===== config.mk =====
export PLATFORM = sky130hd
export DESIGN_NAME = load_queue
export DESIGN_NICKNAME = d
export VERILOG_FILES = /design/src/rtl/lsq_cfg_pkg.sv /design/src/rtl/load_queue.sv
export SDC_FILE = /design/constraint.sdc
export NUM_CORES = 1
export LEC_CHECK = 0
export BUFFER_PORTS_ARGS = -buffer_cell sky130_fd_sc_hd__buf_2
export CORE_MARGIN = 2
export CORE_UTILIZATION = 25
export CTS_CLUSTER_DIAMETER = 50
export DETAILED_ROUTE_END_ITERATION = 10
export PLACE_DENSITY = 0.44
export SKIP_CTS_REPAIR_TIMING = 1
export SLEW_MARGIN = 20
export SYNTH_ARGS = -nofsm -noshare
export SYNTH_HDL_FRONTEND = slang
export SYNTH_SLANG_ARGS = --single-unit

===== constraint.sdc =====
create_clock -name clk -period 5.9 [get_ports clk]
set_input_delay 0 -clock clk [delete_from_list [all_inputs] [get_ports clk]]
set_output_delay 0 -clock clk [all_outputs]
set_load 0.1 [all_outputs]

===== src/rtl/lsq_cfg_pkg.sv =====
// widths and default sizes for the load-store queue and its memory stand-in
// addresses are word addresses and there are no byte enables
package lsq_cfg_pkg;

	// ********************
	// datapath widths
	// ********************
	localparam int ADDR_W    = 8;
	localparam int DATA_W    = 32;
	localparam int ROB_IDX_W = 5;
	localparam int TAG_W     = 6;

	// ********************
	// default sizes
	// ********************
	// depths must be powers of two
	localparam int SQ_DEPTH_DEF    = 8;
	localparam int LQ_DEPTH_DEF    = 4;
	localparam int MISSQ_DEPTH_DEF = 2;
	// at least 2
	localparam int MISS_LAT_DEF    = 6;

endpackage


===== src/rtl/load_queue.sv =====
`timescale 1ns/1ps
// missed loads wait here for a fill and leave strictly in park order
// LQ_DEPTH must be a power of two of at least 2
module load_queue #(
	parameter int LQ_DEPTH = 4,
	localparam int LQ_IDX_W = $clog2(LQ_DEPTH)
) (
	input  logic                              clk,
	input  logic                              rst,
	input  logic                              park_i,
	input  logic [lsq_cfg_pkg::ADDR_W-1:0]    park_addr_i,
	input  logic [lsq_cfg_pkg::ROB_IDX_W-1:0] park_rob_idx_i,
	input  logic [lsq_cfg_pkg::TAG_W-1:0]     park_tag_i,
	input  logic                              fill_valid_i,
	input  logic [lsq_cfg_pkg::ADDR_W-1:0]    fill_addr_i,
	input  logic [lsq_cfg_pkg::DATA_W-1:0]    fill_data_i,
	output logic                              full_o,
	output logic                              done_o,
	output logic [lsq_cfg_pkg::DATA_W-1:0]    done_data_o,
	output logic [lsq_cfg_pkg::ROB_IDX_W-1:0] done_rob_idx_o,
	output logic [lsq_cfg_pkg::TAG_W-1:0]     done_tag_o
);

	logic [LQ_IDX_W:0]                       head_q;
	logic [LQ_IDX_W:0]                       tail_q;
	logic [LQ_IDX_W-1:0]                     head_idx;
	logic [LQ_IDX_W-1:0]                     tail_idx;
	logic [lsq_cfg_pkg::ADDR_W-1:0]          addr_r [LQ_DEPTH];
	logic [lsq_cfg_pkg::DATA_W-1:0]          data_r [LQ_DEPTH];
	logic [lsq_cfg_pkg::ROB_IDX_W-1:0]       rob_idx_r [LQ_DEPTH];
	logic [lsq_cfg_pkg::TAG_W-1:0]           tag_r [LQ_DEPTH];
	// waiting for a fill / fill data captured
	logic [LQ_DEPTH-1:0]                     wait_r;
	logic [LQ_DEPTH-1:0]                     rdy_r;
	logic [LQ_DEPTH-1:0]                     fill_match;
	logic                                    not_empty;

	assign head_idx  = head_q[LQ_IDX_W-1:0];
	assign tail_idx  = tail_q[LQ_IDX_W-1:0];
	assign not_empty = (head_q != tail_q);
	assign full_o    = (head_idx == tail_idx) && (head_q[LQ_IDX_W] != tail_q[LQ_IDX_W]);

	// one fill serves every waiting load to that word
	always_comb begin
		for (int k = 0; k < LQ_DEPTH; k++)
			fill_match[k] = fill_valid_i && wait_r[k] && (addr_r[k] == fill_addr_i);
	end

	// head may leave in the cycle its own fill arrives
	assign done_o         = not_empty && (rdy_r[head_idx] || fill_match[head_idx]);
	assign done_data_o    = rdy_r[head_idx] ? data_r[head_idx] : fill_data_i;
	assign done_rob_idx_o = rob_idx_r[head_idx];
	assign done_tag_o     = tag_r[head_idx];

	always_ff @(posedge clk) begin
		if (rst) begin
			head_q <= '0;
			tail_q <= '0;
		end else begin
			if (park_i)
				tail_q <= tail_q + 1'b1;
			if (done_o)
				head_q <= head_q + 1'b1;
		end
	end

	// ********************
	// entry status
	// ********************
	always_ff @(posedge clk) begin
		if (rst) begin
			wait_r <= '0;
			rdy_r  <= '0;
		end else begin
			for (int k = 0; k < LQ_DEPTH; k++) begin
				if (fill_match[k]) begin
					wait_r[k] <= 1'b0;
					rdy_r[k]  <= 1'b1;
				end
			end
			if (done_o) begin
				wait_r[head_idx] <= 1'b0;
				rdy_r[head_idx]  <= 1'b0;
			end
			if (park_i) begin
				wait_r[tail_idx] <= 1'b1;
				rdy_r[tail_idx]  <= 1'b0;
			end
		end
	end

	always_ff @(posedge clk) begin
		for (int k = 0; k < LQ_DEPTH; k++) begin
			if (fill_match[k])
				data_r[k] <= fill_data_i;
		end
		if (park_i) begin
			addr_r[tail_idx]    <= park_addr_i;
			rob_idx_r[tail_idx] <= park_rob_idx_i;
			tag_r[tail_idx]     <= park_tag_i;
		end
	end

endmodule


==> Yosys cells after proc, flatten, opt, wreduce, memory -nomap -nowiden <==
Memory sizes are Yosys's and may differ from the RTL's. A register that Yosys moved wholly into a read port is not among the register bits.
Cells that the tools add are included.
{ "word_totals": {"ff_bits": 14, "mem_bits_rw": 204, "input_bits": 63, "output_inout_bits": 45, "word_cells": 87, "mem_count": 4} }
{ "memory_table": {"columns": ["memory", "words", "word_bits", "read_ports", "rd_clocked_by_memory_dff", "write_ports", "line_no", "text"], "rows": [
  ["data_r", 4, 32, 1, 1, 4, "load_queue.sv:29", "logic [lsq_cfg_pkg::DATA_W-1:0] data_r [LQ_DEPTH];"],
  ["addr_r", 4, 8, 4, 0, 1, "load_queue.sv:28", "logic [lsq_cfg_pkg::ADDR_W-1:0] addr_r [LQ_DEPTH];"],
  ["tag_r", 4, 6, 1, 1, 1, "load_queue.sv:31", "logic [lsq_cfg_pkg::TAG_W-1:0] tag_r [LQ_DEPTH];"],
  ["rob_idx_r", 4, 5, 1, 1, 1, "load_queue.sv:30", "logic [lsq_cfg_pkg::ROB_IDX_W-1:0] rob_idx_r [LQ_DEPTH];"]
]} }
{ "op_classes": {"add_sub_neg": 2, "magnitude_cmp": 4, "n_eq_ne": 7, "n_mux": 47, "bitwise_logic": 6, "n_reduce_logical": 13} }
{ "op_table": {"columns": ["cell", "count"], "rows": [
  ["$eq 8x8->1", 4],
  ["$mux 32", 1],
  ["$mux 1", 30],
  ["$mux 4", 6],
  ["$and 4x4->4", 3],
  ["$logic_and 1x1->1", 12],
  ["$mux 2", 6],
  ["$not 4->4", 2],
  ["$add 3x1->3 const B", 2],
  ["$lt 2x3->1 const B", 2],
  ["$bmux 1 s2", 2],
  ["$demux 1 s2", 2],
  ["$ge 2x1->1 const B", 2],
  ["$or 4x4->4", 1],
  ["$ne 3x3->1", 1],
  ["$eq 2x2->1", 1],
  ["$logic_or 1x1->1", 1],
  ["$ne 1x1->1", 1]
]} }

==> Logic depth before layout (Yosys ltp) <==
{ "depth": {"word_depth": 10, "ltp_mapped": 8, "depth_no_buf": 6} }

==> Worst setup path before layout <==
No wires, ideal clock.
{ "synth_timing": {"path_kind": "register to register", "from": "mem addr_r[1][5] in the netlist's numbering", "to": "reg rdy_r[1]", "arrival_time_ps": 4710, "required_time_ps": 5793, "slack_ps": 1083, "path_stages_with_launch": 7, "synth_period_minus_slack_ps": 4817, "cell_sequence": "edfxtp_1 > xnor2_1 > nor2b_1 > nand4_1 > nor4_1 > nor2_1 > a2111oi_4"} }
{ "synth_lines": {"columns": ["element", "line_no", "text"], "rows": [
  ["start, declared", "load_queue.sv:28", null],
  ["end signal, assigned", "load_queue.sv:73", "rdy_r <= '0;"],
  ["end signal, assigned by index", "load_queue.sv:78", "rdy_r[k] <= 1'b1;"],
  ["end signal, assigned by index", "load_queue.sv:83", "rdy_r[head_idx] <= 1'b0;"],
  ["end, declared", "load_queue.sv:34", "logic [LQ_DEPTH-1:0] rdy_r;"]
]} }

==> Worst setup path after layout <==
{ "layout_timing": {"from": "reg head_q[0]", "to": "out done_o"} }
{ "layout_via": {"elab_chain_len": 4} }
{ "layout_lines": {"columns": ["element", "line_no", "text"], "rows": [
  ["start, declared", "load_queue.sv:24", "logic [LQ_IDX_W:0] head_q;"],
  ["start signal, assigned", "load_queue.sv:63", "head_q <= head_q + 1'b1;"],
  ["$bmux 1 s2", "load_queue.sv:50", "assign done_o = not_empty && (rdy_r[head_idx] || fill_match[head_idx]);"],
  ["$mux 1 (implied by the code)", "load_queue.sv:50", null],
  ["$logic_or 1x1->1", "load_queue.sv:50", null],
  ["$logic_and 1x1->1 (*)", "load_queue.sv:50", null],
  ["end, declared", "load_queue.sv:18", "output logic done_o,"]
]} }
Mark *: on every way between the ends. The rest lies on a longest branch, timed or not. The select of a mux whose other input is x is not followed.

==> results.yml <==
outcome:
  outcome: "finished clean"
synthesis:
  ys_top_cells_by_area: "edfxtp_1, mux4_2, mux2_2"
  yosys.area.top_type: "edfxtp_1"
  synthCells: 453
  synth_top_area_share_pct: 68.8
  syn-num-nets: 524
  synthArstFlopShare_pct: 0
  avgSynthCellArea_um2: 19.7
  yosys_warnings: 0
  synth_area_um2: 8910
  synth_edf_count: 204
  ys_types: 41
  ys_seq_area_share_pct: 72.3
  synthFlopType: "edfxtp_1"
  ys_ff_latch: 220
worst_setup_path:
  r2r_slack_ns: 2.91
  path_class: "reg -> out"
  cp.required_ns: 5.90
  crit_path_start: "head_q[0]$_SDFFE_PP0N_"
  path_max_fanout: 34
  cp.arrival_ns: 3.72
  critPathCaptureType: "primary output"
  cpPeakStageDelay_ns: 1.00
  start_kind: "flop"
  crit_family: "multiplexers"
  worstRegToRegCells: 5
  crit_buf_inv: 2
  cp_cell_sequence: "mux4_2 > clkinv_1 > o31ai_2 > o22a_1 > buf_2"
  worst-path-stages: 5
  crit_slowest_cell: "mux4_2"
  rr_startpoint: "head_q[0]$_SDFFE_PP0N_"
sta:
  finClkSkew_ns: 0.0138
  fmax_mhz: 269
  holdWs_ns: 0.189
  finalCriticalPeriod_ns: 3.72
  fin_tns_setup_ns: 0
  worst_pin_slew_ns: 1.06
  rsz0062_at_grt: "no"
  setup_viol_count_final: 0
  slew_headroom_pct: 29.0
  fin_crit_sh_pct: 63.0
  drv_slew: 0
  hold_viol: 0
layout:
  final_cell_mix: "edfxtp_1, buf_2, dlygate4sd3_1"
  areaGrowthSynthToFinish_pct: 27.3
  layout_commonest_cell: "edfxtp_1"
  ff_latch_area_um2: 6450
  fillCellCount: 3417
  fin_area_um2: 11300
  num-nets-final: 700
  utilization_pct: 32.1
  multi_input_area_um2: 2330
  layout-drive-gt1-share_pct: 36.6
drt:
  ant_nets: 0
  drt-wirelength-per-cell_um: 17.8
  viasPerCell: 4.28
  finalWirelength_mm: 19.7
  first_iter_violations: 196
  dr.pass1.iters: 4
  vias: 4742
  drc: 0
clock_tree:
  cts_tree: "done"
  clkTransAtPathRegs_ns: 0.06
  clock_latency_ns: 0.52
  cts_max_level: 1
  clockRootBuffer: "clkbuf_16"
  clock-sinks: 220
  cts_made_buffers: 27
  cts_buffer_depth: 3
global_routing:
  grt_pass1_wl_mm: 30.0
  grt_max_degree: 44
  gr-usage-all-layers_pct: 10.7
  grt_overflow: 0
  grt_pass1_vias: 5093
  antenna_found_initial: 3
place:
  gp_congestion: 0.764
  hpwl_mm: 11.7
  port_buffers: 107
  placed_area_um2: 9990
floorplanning:
  die_w_um: 193
  die-height_um: 193
  placementRows: 69
  die_area_um2: 37200
  core-area_um2: 35300
  io_pins: 108
  initial_core_util_pct: 25.2
min_path:
  hp-start: "fill_valid_i"
  whs_path_depth: 5
  hold_path_class: "in -> reg"
pwr:
  peakVddDrop_v: 0.000203
  p_leak_nw: 3.80
  powerDensity_nw_per_um2: 315
flow_run:
  drv_cap: 0
-- path summary, 6_finish.rpt --
path | end
max | done_o
min | wait_r[3]$_SDFF_PP0_
max reg2reg | wait_r[0]$_SDFF_PP0_
min reg2reg | wait_r[3]$_SDFF_PP0_
-- final cells by class --
| class | instances | share of cell area [%] |
|---|---|---|
| clock buffers | 35 | 6.22 |
| diodes | 2 | 0.0441 |
| flip-flops and latches | 220 | 56.9 |
| repair buffers | 166 | 9.82 |
| multi-input cells | 199 | 20.5 |
| clock inverters | 10 | 0.916 |
| inverters | 15 | 0.496 |
| well taps | 461 | 5.08 |
-- kinds of logic (layout without fill, tap and decap cells) --
kind of cell	count (synthesis)	count (layout)	synth area share, %
AO/OA/AOI/OAI	22	22	2.58
other	0	2	0
AND/OR/NAND/NOR	54	54	3.36
multiplexers	78	78	15.4
flip-flops	220	220	72.3
buffers and inverters	34	226	1.56
adder cells (fa/ha/maj)	8	8	1.12
XOR/XNOR	37	37	3.64
-- cell usage after synthesis (all sizes together), types with 2 or more instances --
library cell  number
nor2              14
buf                9
mux4              44
xor2              27
mux2              32
nor3               3
or4                2
o211ai             2
edfxtp           204
a21oi              4
nand3              5
a2111oi            3
xnor2             10
mux2i              2
dfxtp             16
inv               14
nand4              4
a211oi             2
ha                 8
nor4               6
nand2             12
and3               3
clkbuf            10
a311oi             4
-- registers in the layout, summed over array words and instances (netlist names), named ones only --
signal	count
addr_r	32
data_r	128
head_q	3
rdy_r	4
rob_idx_r	20
tag_r	24
tail_q	3
wait_r	4
-- layer usage --
| metal | vias up | part of all wire, % | global-route usage (%) |
|---|---|---|---|
| li1 | 2180 | - | - |
| met1 | 2397 | 43 | 13.3 |
| met2 | 125 | 48 | 18.4 |
| met3 | 38 | 5.6 | 2.93 |
| met4 | 2 | 2.4 | 2.64 |
| met5 | - | 0.056 | 0 |
-- worst reg2reg max path: stages (launching register included) --
cell and delay [ns]:
dfxtp_1 0.62, mux4_2 1.01, clkinv_1 0.34, o31ai_2 0.18, o22a_1 0.53, a311oi_1 0.18
-- through the flow --
stage / std cells / total power, mW / setup WS (ns)
final: 1108 / 3.57 / 2.18
after global routing: 1107 / 3.71 / 1.88
after CTS: 1052 / 3.60 / 2.03
after detailed placement: 1007 / 2.07 / 2.59
after global placement: 1007 / 2.06 / 2.72
after floorplan: 453 / 1.98 / 1.08
-- where the power goes --
group	switching (mW)	internal, mW	leakage [nW]
clock	0.588	0.922	0.399
sequential	0.0117	1.74	1.98
combinational	0.228	0.0873	1.43
Power figures use the tool's default switching activity.
